--- src/ctrlWordPkg.sv ---
//~~~~~~~~~~~~~~~~~~~~~~~~~~~~~~~~~~~~~~~~
// control word seen by the datapath, one per phi1 cycle
//~~~~~~~~~~~~~~~~~~~~~~~~~~~~~~~~~~~~~~~~
package ctrlWordPkg;

    typedef enum logic [1:0] {
        pass = 2'd0,  // operand straight through
        inc  = 2'd1,  // operand + 1
        add  = 2'd2,  // pc + branch offset
        cmp  = 2'd3   // subtract, flags only
    } aluOp;

    // bit order from msb down, 8 bits in all
    typedef struct packed {
        logic pcInc;         // advance program counter
        logic readMem;       // drive a bus read
        logic writeMem;      // drive a bus write
        logic stackDec;      // push, sp - 1
        logic vectorFetch;   // read from the interrupt vector
        logic regWriteback;  // load the deferred result into A/X
        aluOp alu;
    } ctrlWord;

endpackage

--- src/cpuTypesPkg.sv ---
//~~~~~~~~~~~~~~~~~~~~~~~~~~~~~~~~~~~~~~~~
// shared types for the timing and control unit
// referenced by scoped name from decoder, arbiter, sequencer and rom
//~~~~~~~~~~~~~~~~~~~~~~~~~~~~~~~~~~~~~~~~
package cpuTypesPkg;

    // instruction groups, each with its own T-state pattern
    typedef enum logic [1:0] {
        norm   = 2'd0,  // fixed cycle, no memory write
        rmw    = 2'd1,  // read-modify-write
        branch = 2'd2,  // conditional branch, extra cycle when taken
        brk    = 2'd3   // software break, same shape as an interrupt
    } instrClass;

    // what the sequencer is doing right now
    typedef enum logic [1:0] {
        resetSeq = 2'd0,
        fetch    = 2'd1,  // T1, opcode handshake in progress
        exec     = 2'd2,  // T2..Tn of a fetched instruction
        intSeq   = 2'd3   // 7 cycle interrupt entry
    } seqState;

    // encoding equals the cycle number, so a count compares directly
    typedef enum logic [2:0] {
        T1 = 3'd1,
        T2 = 3'd2,
        T3 = 3'd3,
        T4 = 3'd4,
        T5 = 3'd5,
        T6 = 3'd6,
        T7 = 3'd7
    } tState;

    typedef enum logic [1:0] {
        none = 2'd0,
        rstI = 2'd1,
        nmiI = 2'd2,
        irqI = 2'd3
    } intSource;

    typedef struct packed {
        instrClass  cls;     // [5:4]
        logic [2:0] cycles;  // base count, T1 included
        logic       wb;      // register load lands in T2 of the next instruction
    } decodeInfo;

endpackage
--- src/cpuControl.sv ---
//~~~~~~~~~~~~~~~~~~~~~~~~~~~~~~~~~~~~~~~~
// timing and control top: decoder, arbiter, sequencer and rom
//~~~~~~~~~~~~~~~~~~~~~~~~~~~~~~~~~~~~~~~~
`timescale 1ns/1ps

module cpuControl (
    input  logic                 phi1,
    input  logic                 rst,
    input  logic [7:0]           opcode,
    input  logic                 fetchAck,
    input  logic [7:0]           statusReg,  // I at bit 2, Z at bit 1
    input  logic                 nmi,
    input  logic                 irq,
    output logic                 fetchReq,
    output logic                 sync,
    output ctrlWordPkg::ctrlWord ctrl,
    output logic                 rstHandled,
    output logic                 nmiHandled,
    output logic                 irqHandled
);

    cpuTypesPkg::decodeInfo decInfo;
    cpuTypesPkg::intSource  pending;
    cpuTypesPkg::intSource  active;
    cpuTypesPkg::seqState   state;
    cpuTypesPkg::tState     tNow;
    cpuTypesPkg::instrClass activeClass;
    logic [7:0]             activeOpcode;
    logic                   deferWb;
    logic                   intTaken;
    logic                   intDone;

    opcodeDecoder decoder0 (
        .opcode (opcode),
        .info   (decInfo)
    );

    interruptArbiter arbiter0 (
        .phi1       (phi1),
        .rst        (rst),
        .nmi        (nmi),
        .irq        (irq),
        .irqMask    (statusReg[2]),
        .intTaken   (intTaken),
        .intDone    (intDone),
        .pending    (pending),
        .active     (active),
        .rstHandled (rstHandled),
        .nmiHandled (nmiHandled),
        .irqHandled (irqHandled)
    );

    timingSequencer sequencer0 (
        .phi1         (phi1),
        .rst          (rst),
        .fetchAck     (fetchAck),
        .opcode       (opcode),
        .info         (decInfo),
        .zeroFlag     (statusReg[1]),
        .pending      (pending),
        .fetchReq     (fetchReq),
        .sync         (sync),
        .state        (state),
        .tNow         (tNow),
        .activeOpcode (activeOpcode),
        .activeClass  (activeClass),
        .deferWb      (deferWb),
        .intTaken     (intTaken),
        .intDone      (intDone)
    );

    controlRom rom0 (
        .state        (state),
        .tNow         (tNow),
        .activeOpcode (activeOpcode),
        .activeClass  (activeClass),
        .intActive    (active),
        .deferWb      (deferWb),
        .ctrl         (ctrl)
    );

endmodule

--- src/controlRom.sv ---
//~~~~~~~~~~~~~~~~~~~~~~~~~~~~~~~~~~~~~~~~
// combinational control store, indexed by state, class, opcode and T
//~~~~~~~~~~~~~~~~~~~~~~~~~~~~~~~~~~~~~~~~
`timescale 1ns/1ps

module controlRom (
    input  cpuTypesPkg::seqState   state,
    input  cpuTypesPkg::tState     tNow,
    input  logic [7:0]             activeOpcode,
    input  cpuTypesPkg::instrClass activeClass,
    input  cpuTypesPkg::intSource  intActive,
    input  logic                   deferWb,
    output ctrlWordPkg::ctrlWord   ctrl
);

    // shared by BRK, nmi/irq entry and reset: pushes in T3-T5, vector in T6-T7
    function automatic ctrlWordPkg::ctrlWord stackSeq(input cpuTypesPkg::tState t,
                                                     input logic isBrk,
                                                     input logic pushEn);
        ctrlWordPkg::ctrlWord w;
        w = '0;
        case (t)
            cpuTypesPkg::T2: begin
                w.readMem = 1'b1;
                w.pcInc   = isBrk;     // BRK skips its padding byte
            end
            cpuTypesPkg::T3, cpuTypesPkg::T4, cpuTypesPkg::T5: begin
                w.stackDec = 1'b1;     // PCH, PCL, P
                w.writeMem = pushEn;   // reset does dummy pushes
            end
            cpuTypesPkg::T6, cpuTypesPkg::T7: begin
                w.vectorFetch = 1'b1;
                w.readMem     = 1'b1;
            end
            default: ;
        endcase
        return w;
    endfunction

    always_comb begin
        ctrl = '0;
        case (state)
            cpuTypesPkg::fetch: begin
                ctrl.readMem = 1'b1;  // opcode read
                ctrl.pcInc   = 1'b1;
            end
            cpuTypesPkg::resetSeq: ctrl = stackSeq(tNow, 1'b0, 1'b0);
            cpuTypesPkg::intSeq:
                ctrl = stackSeq(tNow, 1'b0, intActive != cpuTypesPkg::rstI);
            default: begin  // exec
                case (activeClass)
                    cpuTypesPkg::norm: begin
                        if (activeOpcode == 8'hE8)
                            ctrl.alu = ctrlWordPkg::inc;        // INX, X + 1
                        if ((activeOpcode == 8'hA5 && tNow == cpuTypesPkg::T2) ||
                            (activeOpcode == 8'hAD && tNow != cpuTypesPkg::T4)) begin
                            ctrl.readMem = 1'b1;                // operand bytes
                            ctrl.pcInc   = 1'b1;
                        end
                        if ((activeOpcode == 8'hA5 && tNow == cpuTypesPkg::T3) ||
                            (activeOpcode == 8'hAD && tNow == cpuTypesPkg::T4))
                            ctrl.readMem = 1'b1;                // data read
                    end
                    cpuTypesPkg::rmw: begin  // INC zp
                        ctrl.readMem  = (tNow == cpuTypesPkg::T2) || (tNow == cpuTypesPkg::T3);
                        ctrl.pcInc    = (tNow == cpuTypesPkg::T2);
                        ctrl.writeMem = (tNow == cpuTypesPkg::T4) || (tNow == cpuTypesPkg::T5);
                        if (tNow == cpuTypesPkg::T4)
                            ctrl.alu = ctrlWordPkg::inc;  // dummy write, then result
                    end
                    cpuTypesPkg::branch: begin
                        if (tNow == cpuTypesPkg::T2) begin
                            ctrl.readMem = 1'b1;  // offset byte
                            ctrl.pcInc   = 1'b1;
                        end else begin
                            ctrl.alu = ctrlWordPkg::add;  // taken, pc + offset
                        end
                    end
                    default: ctrl = stackSeq(tNow, 1'b1, 1'b1);  // BRK
                endcase
            end
        endcase
        ctrl.regWriteback = deferWb;  // previous instruction's register load
    end

endmodule

--- src/timingSequencer.sv ---
//~~~~~~~~~~~~~~~~~~~~~~~~~~~~~~~~~~~~~~~~
// T-state machine: fetch handshake in T1, then T2..Tn,
// and interrupt entry at the end of each instruction
//~~~~~~~~~~~~~~~~~~~~~~~~~~~~~~~~~~~~~~~~
`timescale 1ns/1ps

module timingSequencer (
    input  logic                   phi1,
    input  logic                   rst,
    input  logic                   fetchAck,
    input  logic [7:0]             opcode,
    input  cpuTypesPkg::decodeInfo info,      // decode of the opcode bus
    input  logic                   zeroFlag,
    input  cpuTypesPkg::intSource  pending,
    output logic                   fetchReq,
    output logic                   sync,
    output cpuTypesPkg::seqState   state,
    output cpuTypesPkg::tState     tNow,
    output logic [7:0]             activeOpcode,
    output cpuTypesPkg::instrClass activeClass,
    output logic                   deferWb,
    output logic                   intTaken,
    output logic                   intDone
);

    cpuTypesPkg::decodeInfo infoReg;  // decode of the instruction in flight
    logic       takeBr;               // BNE with Z clear, one extra cycle
    logic       prevWb;               // writeback owed by the previous instruction
    logic [2:0] lastT;
    logic       ackNow;
    logic       execEnd;
    logic       seqEnd;
    logic       intNext;

    assign lastT   = infoReg.cycles + {2'b00, takeBr};
    assign ackNow  = (state == cpuTypesPkg::fetch) && fetchReq && fetchAck;
    assign execEnd = (state == cpuTypesPkg::exec) && (tNow == cpuTypesPkg::tState'(lastT));
    assign seqEnd  = ((state == cpuTypesPkg::intSeq) || (state == cpuTypesPkg::resetSeq))
                     && (tNow == cpuTypesPkg::T7);
    assign intNext = execEnd && (pending != cpuTypesPkg::none);  // sampled in last cycle

    // reset sequence claims the rst request in its first cycle
    assign intTaken = intNext ||
                      ((state == cpuTypesPkg::resetSeq) && (tNow == cpuTypesPkg::T1));
    assign intDone  = seqEnd;

    assign sync        = (state == cpuTypesPkg::fetch);
    assign activeClass = infoReg.cls;
    assign deferWb     = prevWb && (tNow == cpuTypesPkg::T2);

    always_ff @(posedge phi1) begin
        if (rst) begin
            state    <= cpuTypesPkg::resetSeq;
            tNow     <= cpuTypesPkg::T1;
            fetchReq <= 1'b0;
            prevWb   <= 1'b0;
        end else begin
            case (state)
                cpuTypesPkg::fetch: begin
                    if (ackNow) begin
                        fetchReq <= 1'b0;       // phase 3, wait for ack to drop
                        state    <= cpuTypesPkg::exec;
                        tNow     <= cpuTypesPkg::T2;
                    end else if (!fetchAck) begin
                        fetchReq <= 1'b1;       // only once the old ack is gone
                    end
                end
                cpuTypesPkg::exec: begin
                    if (execEnd) begin
                        prevWb <= infoReg.wb;   // shows up in the next T2
                        tNow   <= cpuTypesPkg::T1;
                        if (intNext) begin
                            state <= cpuTypesPkg::intSeq;  // replaces the fetch
                        end else begin
                            state    <= cpuTypesPkg::fetch;
                            fetchReq <= !fetchAck;
                        end
                    end else begin
                        tNow <= cpuTypesPkg::tState'(tNow + 3'd1);
                    end
                end
                default: begin  // resetSeq and intSeq, fixed 7 cycles
                    if (seqEnd) begin
                        prevWb   <= 1'b0;       // already delivered in T2
                        state    <= cpuTypesPkg::fetch;
                        tNow     <= cpuTypesPkg::T1;
                        fetchReq <= !fetchAck;
                    end else begin
                        tNow <= cpuTypesPkg::tState'(tNow + 3'd1);
                    end
                end
            endcase
        end
    end

    // instruction register, loaded on the ack edge
    always_ff @(posedge phi1) begin
        if (ackNow) begin
            activeOpcode <= opcode;
            infoReg      <= info;
            takeBr       <= (info.cls == cpuTypesPkg::branch) && !zeroFlag;
        end
    end

endmodule

--- src/interruptArbiter.sv ---
//~~~~~~~~~~~~~~~~~~~~~~~~~~~~~~~~~~~~~~~~
// latches rst/nmi/irq, offers the winner to the sequencer
// and raises the handled strobe in the last cycle of its sequence
//~~~~~~~~~~~~~~~~~~~~~~~~~~~~~~~~~~~~~~~~
`timescale 1ns/1ps

module interruptArbiter (
    input  logic                  phi1,
    input  logic                  rst,
    input  logic                  nmi,
    input  logic                  irq,
    input  logic                  irqMask,   // I flag
    input  logic                  intTaken,  // sequencer accepted pending
    input  logic                  intDone,   // last cycle of the sequence
    output cpuTypesPkg::intSource pending,
    output cpuTypesPkg::intSource active,
    output logic                  rstHandled,
    output logic                  nmiHandled,
    output logic                  irqHandled
);

    logic rstReq;    // reset vector still owed
    logic nmiPrev;
    logic nmiLatch;  // edge seen, not yet serviced
    logic nmiEdge;

    assign nmiEdge = nmi && !nmiPrev;

    // priority rst > nmi > irq, the fresh nmi edge counts the same cycle
    always_comb begin
        if (rstReq)                  pending = cpuTypesPkg::rstI;
        else if (nmiLatch || nmiEdge) pending = cpuTypesPkg::nmiI;
        else if (irq && !irqMask)    pending = cpuTypesPkg::irqI;  // level, maskable
        else                         pending = cpuTypesPkg::none;
    end

    always_ff @(posedge phi1) begin
        nmiPrev <= nmi;  // plain edge sampler
    end

    always_ff @(posedge phi1) begin
        if (rst) begin
            rstReq   <= 1'b1;
            nmiLatch <= 1'b0;
            active   <= cpuTypesPkg::none;
        end else begin
            if (intTaken && pending == cpuTypesPkg::rstI)
                rstReq <= 1'b0;
            if (intTaken && pending == cpuTypesPkg::nmiI)
                nmiLatch <= 1'b0;
            else if (nmiEdge)
                nmiLatch <= 1'b1;
            if (intTaken)
                active <= pending;          // frozen for the whole sequence
            else if (intDone)
                active <= cpuTypesPkg::none;
        end
    end

    // one cycle strobes, exactly the last cycle of the sequence
    assign rstHandled = intDone && (active == cpuTypesPkg::rstI);
    assign nmiHandled = intDone && (active == cpuTypesPkg::nmiI);
    assign irqHandled = intDone && (active == cpuTypesPkg::irqI);

endmodule

--- src/opcodeDecoder.sv ---
//~~~~~~~~~~~~~~~~~~~~~~~~~~~~~~~~~~~~~~~~
// sorts an opcode into class, base cycle count and writeback flag
// purely combinational, sits on the opcode bus in front of the sequencer
//~~~~~~~~~~~~~~~~~~~~~~~~~~~~~~~~~~~~~~~~
`timescale 1ns/1ps

module opcodeDecoder (
    input  logic [7:0]             opcode,
    output cpuTypesPkg::decodeInfo info
);

    always_comb begin
        // unknown opcodes fall through as a 2 cycle NOP
        info = '{cls: cpuTypesPkg::norm, cycles: 3'd2, wb: 1'b0};
        case (opcode)
            8'hEA: info = '{cls: cpuTypesPkg::norm, cycles: 3'd2, wb: 1'b0};  // NOP
            8'hE8: info = '{cls: cpuTypesPkg::norm, cycles: 3'd2, wb: 1'b1};  // INX
            8'h18: info = '{cls: cpuTypesPkg::norm, cycles: 3'd2, wb: 1'b0};  // CLC
            8'hA5: info = '{cls: cpuTypesPkg::norm, cycles: 3'd3, wb: 1'b1};  // LDA zp
            8'hAD: info = '{cls: cpuTypesPkg::norm, cycles: 3'd4, wb: 1'b1};  // LDA abs
            8'hE6: info = '{cls: cpuTypesPkg::rmw, cycles: 3'd5, wb: 1'b0};   // INC zp
            // BNE, base count only; sequencer adds the taken cycle
            8'hD0: info = '{cls: cpuTypesPkg::branch, cycles: 3'd2, wb: 1'b0};
            8'h00: info = '{cls: cpuTypesPkg::brk, cycles: 3'd7, wb: 1'b0};   // BRK
            default: ;
        endcase
    end

endmodule

--- config.mk ---
export PLATFORM = sky130hd
export DESIGN_NAME = cpuControl
export DESIGN_NICKNAME = d
export VERILOG_FILES = /design/src/ctrlWordPkg.sv /design/src/cpuTypesPkg.sv /design/src/cpuControl.sv /design/src/controlRom.sv /design/src/timingSequencer.sv /design/src/interruptArbiter.sv /design/src/opcodeDecoder.sv
export SDC_FILE = /design/constraint.sdc
export NUM_CORES = 1
export LEC_CHECK = 0
export ABC_AREA = 1
export BUFFER_PORTS_ARGS = -buffer_cell sky130_fd_sc_hd__clkbuf_2
export CORE_AREA = 2 2 78 80
export CTS_CLUSTER_SIZE = 14
export DETAILED_ROUTE_END_ITERATION = 7
export DIE_AREA = 0 0 80 82
export PLACE_DENSITY = 0.57
export SYNTH_ARGS = -nofsm -noshare
export SYNTH_HDL_FRONTEND = slang
export SYNTH_SLANG_ARGS = --single-unit
--- constraint.sdc ---
create_clock -name phi1 -period 2.8 [get_ports phi1]
set_input_delay 0.56 -clock phi1 [delete_from_list [all_inputs] [get_ports phi1]]
set_output_delay 0.56 -clock phi1 [all_outputs]
set_load 0.02 [all_outputs]
Word level (Yosys, flattened, before mapping)
Index checks and enable logic that the tools add are counted.

Bits in registers: 27. Logic and storage cells: 138. Input bits: 21. Output and inout port bits: 13.

Reduce and logical (&&, ||, !) cells: 47. Mux-type cells: 42. Bitwise logic cells: 1. $add $sub $neg: 2. Equality and inequality tests: 33.

Operator list (number): 8-bit equality test, second input constant (8); 6-bit case mux with 6 select lines (1); 2-bit two-way mux (14); 1-bit logical AND (19); 6-bit case mux with 3 select lines (1); 2-bit equality test, second input constant (7); 1-bit two-way mux (14); 3-bit equality test, second input constant (4); 3-bit two-way mux (4); 2-bit case mux with 3 select lines (2); 3-bit OR reduction (3); 2-bit by 1-bit equality test with 1-bit output, second input constant (4); 8-bit logical NOT (1); 2-bit case mux with 2 select lines (2); 2-bit OR reduction (4); 1-bit logical OR (7); 3-bit by 2-bit equality test with 1-bit output, second input constant (2); 2-bit by 1-bit != test with 1-bit output, second input constant (3); 1-bit case mux with 2 select lines (3); 3-bit case mux with 2 select lines (1); 3-bit AND reduction (2); 2-bit nonzero test (3); 1-bit logical NOT (4); 2-bit logical NOT (2); other kinds (10) (10).

Logic depth before layout (Yosys ltp)
Gate-level depths: netlist of run 1.

Depth in word-level cells: 10. Mapped depth: 13. Mapped depth without buffers: 13.

By module
From an unflattened synthesis of run 1, not the netlist that was laid out.

Cells, all modules: 266. Area total of the unflattened synthesis: 1908.1 µm².

Modules (own cells, without submodules): timingSequencer (cells an instance 118, seq. area each 590.6 µm², area each 1132.3 µm², instances 1); controlRom (cells an instance 74, seq. area each 0.0 µm², area each 352.8 µm², instances 1); interruptArbiter (cells an instance 32, seq. area each 100.1 µm², area each 242.7 µm², instances 1); opcodeDecoder (cells an instance 42, seq. area each 0.0 µm², area each 180.2 µm², instances 1).

Worst setup path after synthesis of run 1
No wires, ideal clock.

Path kind: register to register. From: register sequencer0.state[1]. To: register sequencer0.infoReg (netlist bit sequencer0.activeClass[0]), enable pin. Data required time: 2.394 ns. Cell stages (with the launch flop): 5. Library setup time: 0.406 ns. Arrival: 2.054 ns. Clock period less this slack: 2.460 ns. Path slack: 0.340 ns. Path buffers: 0. Cells stage by stage: dfxtp_1 -> inv_1 -> ha_1 -> inv_1 -> nor3_1.

Longest elaborated chain between the ends: 3.

RTL lines: start: declaration (RTL line timingSequencer.sv:17) `output cpuTypesPkg::seqState state,`; start signal: assignment (RTL line timingSequencer.sv:53) `state <= cpuTypesPkg::resetSeq;`; start signal: assignment (RTL line timingSequencer.sv:62) `state <= cpuTypesPkg::exec;`; start signal: assignment (RTL line timingSequencer.sv:73) `state <= cpuTypesPkg::intSeq;`; 2-bit by 1-bit equality test with 1-bit output; named net sync (RTL line cpuControl.sv:15) `output logic sync,`; 1-bit logical AND (2 in a row) (RTL line timingSequencer.sv:36) `assign ackNow = (state == cpuTypesPkg::fetch) && fetchReq && fetchAck;`; named net sequencer0.ackNow (RTL line timingSequencer.sv:30) `logic ackNow;`; end signal: assignment (RTL line timingSequencer.sv:100) `infoReg <= info;`; end: declaration (RTL line timingSequencer.sv:26) `cpuTypesPkg::decodeInfo infoReg;`.

The timed path passes the listed nets, and every way through them passes these cells. A chain may end at the register's enable or synchronous reset.

==> flow_summary.json, run 1 <==
{
  "synth_edf_count": 15,
  "cp.required_ps": 2240,
  "cts_tree": "yes",
  "rsz0062_at_grt": "false",
  "hold_start": "nmi",
  "slew_violations": 0,
  "setup_slack_ps": 222,
  "netlist.area_leader.share_pct": 24.9,
  "synthTopCellsByCount": "nand2_1 (46), inv_1 (43), nor2_1 (28), a21oi_1 (18), nand3_1 (16)",
  "critPathKind": "reg -> out",
  "regToRegSetupSlack_ps": 990,
  "min_to": "arbiter0.nmiPrev$_DFF_P_",
  "pre_cts_ws_ps": 565,
  "multiInputGateArea_um2": 930,
  "grt_pass1_vias": 1371,
  "p_leak_nw": 1.01,
  "nets": 301,
  "arrival_ps": 2020,
  "drt_iter0_drc": 108,
  "hp-class": "in -> reg",
  "r2r-end": "sequencer0.prevWb$_SDFFE_PP0P_",
  "relSlewSlack_pct": 63.5,
  "wirelength_mm": 3.69,
  "setup_viol": 0,
  "gp_congestion": 0.759,
  "timing.final.crit_share_pct": 92.1,
  "use_met3_pct": 1.65,
  "cts_setup_buffers": 0,
  "overflow": 0,
  "maxCapViolCount": 0,
  "synth_warnings": 0,
  "grt_pass1_wl_mm": 6.13,
  "io_pins": 34,
  "syn_avg_cell_area_um2": 7.64,
  "syn_nets": 270,
  "startpoint_type": "register",
  "vias": 1537,
  "reg2reg_depth": 6,
  "seqCellArea_um2": 691,
  "hpwl_mm": 3.01,
  "nFillCells": 622,
  "fp.coreArea_um2": 5750,
  "synth-seq-area-share_pct": 38.1,
  "hold_viol_final": 0,
  "whs_path_depth": 1,
  "cts_sinks": 27,
  "async_reset_ff_share_pct": 0,
  "wire_per_inst_um": 10.8,
  "worst_pin_slew_ps": 547,
  "drive_gt1_share_pct": 20.6,
  "portBuffers": 27,
  "status": "completed",
  "grt_util_all_layers_pct": 11.9,
  "skew_ps": 3.14,
  "antenna_found_initial": 0,
  "hold_buffers": 0,
  "met2_usage_pct": 19.8,
  "grt_max_degree": 17,
  "synth_ff_type": "edfxtp_1",
  "powerDensity_nw_per_um2": 752,
  "fmax_mhz": 388,
  "use_met1_pct": 15.4,
  "yosys.area.top_type": "edfxtp_1",
  "n_antenna_cell": 0,
  "firstDrtPassIters": 4,
  "vias_per_cell": 4.49,
  "cts_buffer_depth": 2,
  "cts_buffers": 3,
  "cts_resized": 0,
  "die_y_um": 82,
  "busiest_layer": "met2",
  "rows": 28,
  "cp_max_fo": 10,
  "synth-seq-cells": 27,
  "htreeDepth": 1,
  "path_clk_slew_ps": 100,
  "start_util_pct": 31.5,
  "setup.worst_path.end_class": "output pin",
  "die-area_um2": 6560,
  "antenna_left": 0,
  "die_x_um": 80,
  "clk_latency_ps": 270,
  "synth_cells": 237,
  "drc_errors": 0,
  "setup-tns-final_ps": 0,
  "synth_most_common_cell": "nand2_1",
  "netlist_area_um2": 1810,
  "yosys-top-cells-area": "edfxtp_1 (25%), dfxtp_1 (13%), nand2_1 (9.5%)",
  "synthToLayoutAreaGrowth_pct": 15.0,
  "cts_root_buffer": "clkbuf_8",
  "reg2reg_from": "sequencer0.state[0]$_SDFFE_PP0P_",
  "min_period_ps": 2580,
  "peakVddDrop_v": 0.000256,
  "synth_cell_types": 27
}
## critical path, stage by stage, from the launching register on
cell	delay [ps]
dfxtp_1	360
inv_1	90
ha_1	500
inv_1	250
nor2_1	160
inv_1	70
a21oi_1	110
nor3_1	60
clkbuf_2	150
## through the flow
| stage | util, % | instances | hold slack (ps) | cell area [µm²] | power, W |
|---|---|---|---|---|---|
| after detailed placement | 35.4 | 338 | 462 | 2030 | 0.00135 |
| after CTS | 36.2 | 342 | 412 | 2080 | 0.00158 |
| final | 36.2 | 342 | 416 | 2080 | 0.00156 |
| after global routing | 36.2 | 342 | 403 | 2080 | 0.00170 |
| after floorplan | - | 237 | 437 | 1810 | 0.00116 |
| after global placement | 35.4 | 338 | 455 | 2030 | 0.00135 |
## cells by family after synthesis
logic type               Yosys count  synth area share, %
AO/OA/AOI/OAI                     30                 9.81
buffers and inverters             49                 10.8
flip-flops                        27                 38.1
AND/OR/NAND/NOR                  119                 33.0
adder cells (fa/ha/maj)           12                 8.29
## power breakdown
part | switching, W | total, W | internal (W)
clock network | 0.000125 | 0.000226 | 0.000101
registers | 0.0000626 | 0.000537 | 0.000475
logic | 0.000516 | 0.000802 | 0.000286
total | 0.000703 | 0.00156 | 0.000862
## layout by cell type, fill, tap and decap left out, types with 2 or more instances in the layout
| master | n |
|---|---|
| nor2_1 | 28 |
| ha_1 | 12 |
| nand2_4 | 4 |
| nand3_1 | 16 |
| nand2_1 | 46 |
| clkbuf_2 | 27 |
| o21ai_0 | 5 |
| nand4_1 | 7 |
| clkbuf_8 | 3 |
| inv_1 | 43 |
| nand2_2 | 8 |
| inv_2 | 4 |
| nor3_1 | 4 |
| edfxtp_1 | 15 |
| dfxtp_1 | 12 |
| o211ai_1 | 2 |
| a21oi_1 | 18 |
## flip-flops by register name, summed over array words and instances, names as in the netlist
name,flops
arbiter0.nmiPrev,1
sequencer0.prevWb,1
arbiter0.rstReq,1
sequencer0.state,2
sequencer0.infoReg,4
sequencer0.takeBr,1
sequencer0.activeClass,2
sequencer0.fetchReq,1
sequencer0.tNow,3
arbiter0.active,2
sequencer0.activeOpcode,8
arbiter0.nmiLatch,1
## layer usage
layer	share of wire, %	vias up
li1	-	821
met3	3.0	4
met4	1.5	0
met1	47	687
met2	48	25
met5	0	-
## cell type report
class                           instances  area share [%]
Clock buffer                            3            1.98
Clock inverter                          1           0.361
Inverter                               47            8.47
Multi-Input combinational cell        161            44.7
Sequential cell                        27            33.2
Tap cell                               75            4.51
Timing Repair Buffer                   28            6.85
## how the worst max path moves through the flow
stage	to	depth (start not counted)	slack (ps)	startpoint
after global routing	ctrl[5]	8	110	sequencer0.state[0]$_SDFFE_PP0P_
after floorplan	sequencer0.activeClass[0]$_DFFE_PP_	4	340	sequencer0.state[1]$_SDFFE_PP0P_
after detailed placement	ctrl[5]	8	560	sequencer0.state[0]$_SDFFE_PP0P_
after global placement	ctrl[5]	8	570	sequencer0.state[0]$_SDFFE_PP0P_
after CTS	ctrl[5]	8	220	sequencer0.state[0]$_SDFFE_PP0P_
final	ctrl[5]	8	220	sequencer0.state[0]$_SDFFE_PP0P_
(Power assumes the default switching activity.)
==> run 2, diff against run 1 <==
Settings changed: CORE_AREA 2 2 78 80 to 2 2 61 63, DIE_AREA 0 0 80 82 to 0 0 63 65, PLACE_DENSITY 0.57 to 0.83.
==> run 2 against run 1 <==
Net effect: cell count down 7.9%; cell area shrank 2.7%; power down 3.9%; clock-buffer cell count grew 1; sequential power is essentially flat; worst setup slack got worse by 34 ps; first-iteration DRC count grew 18%; hold slack got worse by 63 ps.
==> flow_summary.json, run 2 (synthesized netlist as in run 1, its figures left out) <==
{
  "max_stage_delay_ps": 490,
  "p_clk_share_pct": 11.0,
  "grt_util_all_layers_pct": 18.5,
  "crit_cells": 8,
  "vias_per_cell": 4.92,
  "antenna_left": 0,
  "p_leak_nw": 1.01,
  "regToRegSetupSlack_ps": 1010,
  "cp-startpoint": "sequencer0.state[0]$_SDFFE_PP0P_",
  "timing.final.crit_share_pct": 93.3,
  "cp.required_ps": 2240,
  "critPathTopFamily": "buffers and inverters",
  "cts_resized": 0,
  "reg2reg_depth": 10,
  "n_antenna_cell": 0,
  "rsz0062_at_grt": "false",
  "path_buf_inv": 4,
  "cts_tree": "yes",
  "cts_root_buffer": "clkbuf_4",
  "vias": 1549,
  "slew_violations": 0,
  "nets": 301,
  "overflow": 0,
  "drive_gt1_share_pct": 20.2,
  "powerDensity_nw_per_um2": 742,
  "startpoint_type": "register",
  "worst_pin_slew_ps": 530,
  "hold_viol_final": 0,
  "top_register": "sequencer0.activeOpcode",
  "antenna_found_initial": 0,
  "hold_buffers": 0,
  "cts_setup_buffers": 0,
  "reg2reg_from": "sequencer0.takeBr$_DFFE_PP_",
  "rows": 22,
  "endpoint": "ctrl[5]",
  "firstDrtPassIters": 4,
  "synthToLayoutAreaGrowth_pct": 11.9,
  "layout_commonest_cell": "nand2_1",
  "setup-tns-final_ps": 0,
  "die_y_um": 65,
  "path_cells": "inv_1, ha_1, inv_1, nor2_1, inv_1, a21oi_1, nor3_1, clkbuf_2",
  "path_clk_slew_ps": 150,
  "portBuffers": 27,
  "min_period_ps": 2610,
  "cts_sinks": 27,
  "status": "completed",
  "arrival_ps": 2050,
  "setup.worst_path.end_class": "output pin",
  "intPower_w": 0.000816,
  "drc_errors": 0,
  "largest_reg_flops": 8,
  "critPathKind": "reg -> out",
  "grt_pass1_wl_mm": 6.06,
  "clk_latency_ps": 330,
  "drt_iter0_drc": 127,
  "hpwl_mm": 2.75,
  "cts_buffer_depth": 2,
  "final_cell_mix": "nand2_1 (46), inv_1 (43), nor2_1 (28), clkbuf_2 (27), a21oi_1 (18)",
  "nFillCells": 312,
  "hp-class": "in -> reg",
  "grt_pass1_vias": 1436,
  "skew_ps": 18.7,
  "wirelength_mm": 3.36,
  "maxCapViolCount": 0,
  "p_sw_share_pct": 45.7,
  "crit_slowest_cell": "ha_1",
  "fmax_mhz": 383,
  "reg.largest.list": "sequencer0.activeOpcode x8, sequencer0.infoReg x4, sequencer0.tNow x3",
  "peakVddDrop_v": 0.000283,
  "setup_viol": 0,
  "start_util_pct": 51.8,
  "gp_congestion": 0.799,
  "cts_buffers": 3,
  "r2r-end": "arbiter0.active[0]$_SDFFE_PP0P_",
  "p_switching_w": 0.000687,
  "comb_power_share_pct": 53.3,
  "relSlewSlack_pct": 64.7,
  "seqPwrFrac_pct": 35.7,
  "cp_max_fo": 10,
  "die-area_um2": 4100,
  "die_x_um": 63,
  "crit_top_cell": "inv_1",
  "wire_per_inst_um": 10.7,
  "fp.coreArea_um2": 3500,
  "grt_max_degree": 16,
  "io_pins": 34,
  "finalPower_w": 0.00150,
  "htreeDepth": 1
}
==> run 2: stage by stage <==
stage | hold WS (ps) | setup WS (ps) | std cells | instance area [µm²] | utilization (%)
2_1_floorplan | 437 | 340 | 237 | 1810 | -
3_3_place_gp | 453 | 631 | 311 | 2000 | 57.2
3_5_place_dp | 459 | 605 | 311 | 2000 | 57.2
4_1_cts | 347 | 203 | 315 | 2030 | 57.9
5_1_grt | 333 | 34.0 | 315 | 2030 | 57.9
6_report | 354 | 188 | 315 | 2030 | 57.9
==> run 2: power groups by stage <==
stage,clock network (W),registers [W],logic (W)
after floorplan,0,0.000535,0.000626
after global placement,0,0.000544,0.000780
after detailed placement,0,0.000547,0.000793
after CTS,0.000170,0.000538,0.000798
after global routing,0.000188,0.000546,0.000904
final,0.000165,0.000537,0.000801
==> run 2: cell type report <==
| type | count | area (µm²) | area share [%] |
|---|---|---|---|
| Tap cell | 48 | 60.1 | 2.96 |
| Sequential cell | 27 | 691 | 34.1 |
| Multi-Input combinational cell | 161 | 930 | 45.9 |
| Inverter | 47 | 176 | 8.71 |
| Clock buffer | 4 | 26.3 | 1.30 |
| Timing Repair Buffer | 28 | 143 | 7.04 |
==> run 2: how the worst min path moves through the flow <==
| stage | start | end | cells after the start |
|---|---|---|---|
| after detailed placement | sequencer0.prevWb$_SDFFE_PP0P_ | sequencer0.prevWb$_SDFFE_PP0P_ | 2 |
| after global placement | sequencer0.prevWb$_SDFFE_PP0P_ | sequencer0.prevWb$_SDFFE_PP0P_ | 2 |
| after floorplan | sequencer0.prevWb$_SDFFE_PP0P_ | sequencer0.prevWb$_SDFFE_PP0P_ | 2 |
| after global routing | nmi | arbiter0.nmiPrev$_DFF_P_ | 1 |
| after CTS | nmi | arbiter0.nmiPrev$_DFF_P_ | 1 |
| final | nmi | arbiter0.nmiPrev$_DFF_P_ | 1 |
==> run 2: per-layer routing <==
layer	global-route usage (%)	routed length, µm
met2	32.0	1660
met1	23.6	1560
met3	1.56	93
met4	7.78	52
met5	0	0
==> run 3, diff against run 2 <==
Settings changed: CORE_AREA 2 2 61 63 to 2 2 71 73, DIE_AREA 0 0 63 65 to 0 0 73 75, PLACE_DENSITY 0.83 to 0.65.
==> run 3 against run 2 <==
Net effect: power grew 3.7%; non-clock buffer count is the same; clock skew shrank 14 ps; cell count grew 1.9%; wire length grew 4.8%; sequential power is essentially flat; maximum frequency grew 4.0%; utilization shrank 14 points; clock power grew 35%; critical path type unchanged; highest routed layer unchanged.
==> flow_summary.json, run 3 (synthesized netlist as in run 1, its figures left out) <==
{
  "hp-class": "in -> reg",
  "hold_viol_final": 0,
  "n_antenna_cell": 0,
  "grt_max_degree": 17,
  "critPathTopFamily": "buffers and inverters",
  "p_clk_share_pct": 14.3,
  "die_x_um": 73,
  "pre_cts_ws_ps": 608,
  "rows": 25,
  "path_buf_inv": 4,
  "drive_gt1_share_pct": 20.6,
  "cts_resized": 0,
  "antenna_left": 0,
  "relSlewSlack_pct": 65.1,
  "reg.largest.list": "sequencer0.activeOpcode x8, sequencer0.infoReg x4, sequencer0.tNow x3",
  "grt_pass1_vias": 1372,
  "p_leak_nw": 1.01,
  "die_y_um": 75,
  "cts_tree": "yes",
  "fmax_mhz": 398,
  "synthToLayoutAreaGrowth_pct": 13.5,
  "drt_iter0_drc": 148,
  "cp.required_ps": 2240,
  "critPathKind": "reg -> out",
  "powerDensity_nw_per_um2": 759,
  "setup.worst_path.end_class": "output pin",
  "grt_util_all_layers_pct": 13.8,
  "overflow": 0,
  "fp.coreArea_um2": 4660,
  "drc_errors": 0,
  "vias": 1536,
  "hold_buffers": 0,
  "top_register": "sequencer0.activeOpcode",
  "vias_per_cell": 4.79,
  "firstDrtPassIters": 4,
  "largest_reg_flops": 8,
  "skew_ps": 4.42,
  "rsz0062_at_grt": "false",
  "cts_buffer_depth": 2,
  "slew_violations": 0,
  "crit_slowest_cell": "ha_1",
  "placed_cells": 317,
  "io_pins": 34,
  "die-area_um2": 5480,
  "max_stage_delay_ps": 490,
  "nets": 301,
  "setup_viol": 0,
  "clk_latency_ps": 270,
  "finalPower_w": 0.00156,
  "startpoint_type": "register",
  "cts_buffers": 3,
  "final_cell_mix": "nand2_1 (46), inv_1 (43), nor2_1 (28), clkbuf_2 (27), a21oi_1 (18)",
  "maxCapViolCount": 0,
  "crit_top_cell": "inv_1",
  "cts_sinks": 27,
  "seqPwrFrac_pct": 34.6,
  "start_util_pct": 38.8,
  "grt_pass1_wl_mm": 6.03,
  "path_cells": "inv_1, ha_1, inv_1, nor2_1, inv_1, a21oi_1, nor3_1, clkbuf_2",
  "timing.final.crit_share_pct": 89.7,
  "wirelength_mm": 3.52,
  "cts_setup_buffers": 0,
  "portBuffers": 27,
  "worst_pin_slew_ps": 524,
  "intPower_w": 0.000861,
  "htreeDepth": 1,
  "peakVddDrop_v": 0.000297,
  "wire_per_inst_um": 11.0,
  "arrival_ps": 1950,
  "fin_cells": 321,
  "gp_congestion": 0.858,
  "antenna_found_initial": 0,
  "cp_max_fo": 10,
  "path_clk_slew_ps": 90,
  "hpwl_mm": 2.83,
  "status": "completed",
  "setup_slack_ps": 288,
  "comb_power_share_pct": 51.2,
  "layout_commonest_cell": "nand2_1",
  "cts_root_buffer": "clkbuf_8",
  "min_period_ps": 2510,
  "p_switching_w": 0.000699,
  "setup-tns-final_ps": 0,
  "p_sw_share_pct": 44.8
}
## run 3: cell types whose count changed in the layout (fill, tap and decap cells not counted), sizes merged
cell      delta
clkbuf       -1
clkinvlp     +1
## run 3: routing by layer
layer | track usage (%) | vias to the layer above | share of wire (%)
met2 | 22.0 | 24 | 45
li1 | - | 821 | -
met4 | 4.53 | 0 | 1.3
met3 | 2.54 | 4 | 3.5
met5 | 0 | - | 0
met1 | 19.0 | 687 | 50
## run 3: metrics by stage
stage | instance area [µm²] | utilization [%] | hold WS (ps)
6_report | 2060 | 44.1 | 416
5_1_grt | 2060 | 44.1 | 417
4_1_cts | 2060 | 44.1 | 413
3_5_place_dp | 2010 | 43.1 | 460
3_3_place_gp | 2010 | 43.1 | 453
2_1_floorplan | 1810 | - | 437
## run 3: path summary, 6_finish.rpt
kind | startpoint | end | slack, ps | cells after the start
min reg2reg | sequencer0.prevWb$_SDFFE_PP0P_ | sequencer0.prevWb$_SDFFE_PP0P_ | 470 | 2
max reg2reg | sequencer0.takeBr$_DFFE_PP_ | arbiter0.active[0]$_SDFFE_PP0P_ | 1030 | 10
max | sequencer0.state[0]$_SDFFE_PP0P_ | ctrl[5] | 290 | 8
min | nmi | arbiter0.nmiPrev$_DFF_P_ | 420 | 1
## run 3: power by group through the flow
stage | logic, W | registers (W) | clock network, W
after floorplan | 0.000626 | 0.000535 | 0
after global placement | 0.000795 | 0.000546 | 0
after detailed placement | 0.000793 | 0.000548 | 0
after CTS | 0.000799 | 0.000539 | 0.000230
after global routing | 0.000901 | 0.000550 | 0.000245
final | 0.000798 | 0.000539 | 0.000222
## run 3: layout make-up
cell class                 count  area, µm²
clock buffer                   3       41.3
clock inverter                 1       7.51
fill                         474       2610
inverter                      47        176
multi-input combinational    161        930
sequential                    27        691
tap                           54       67.6
timing repair buffer          28        143
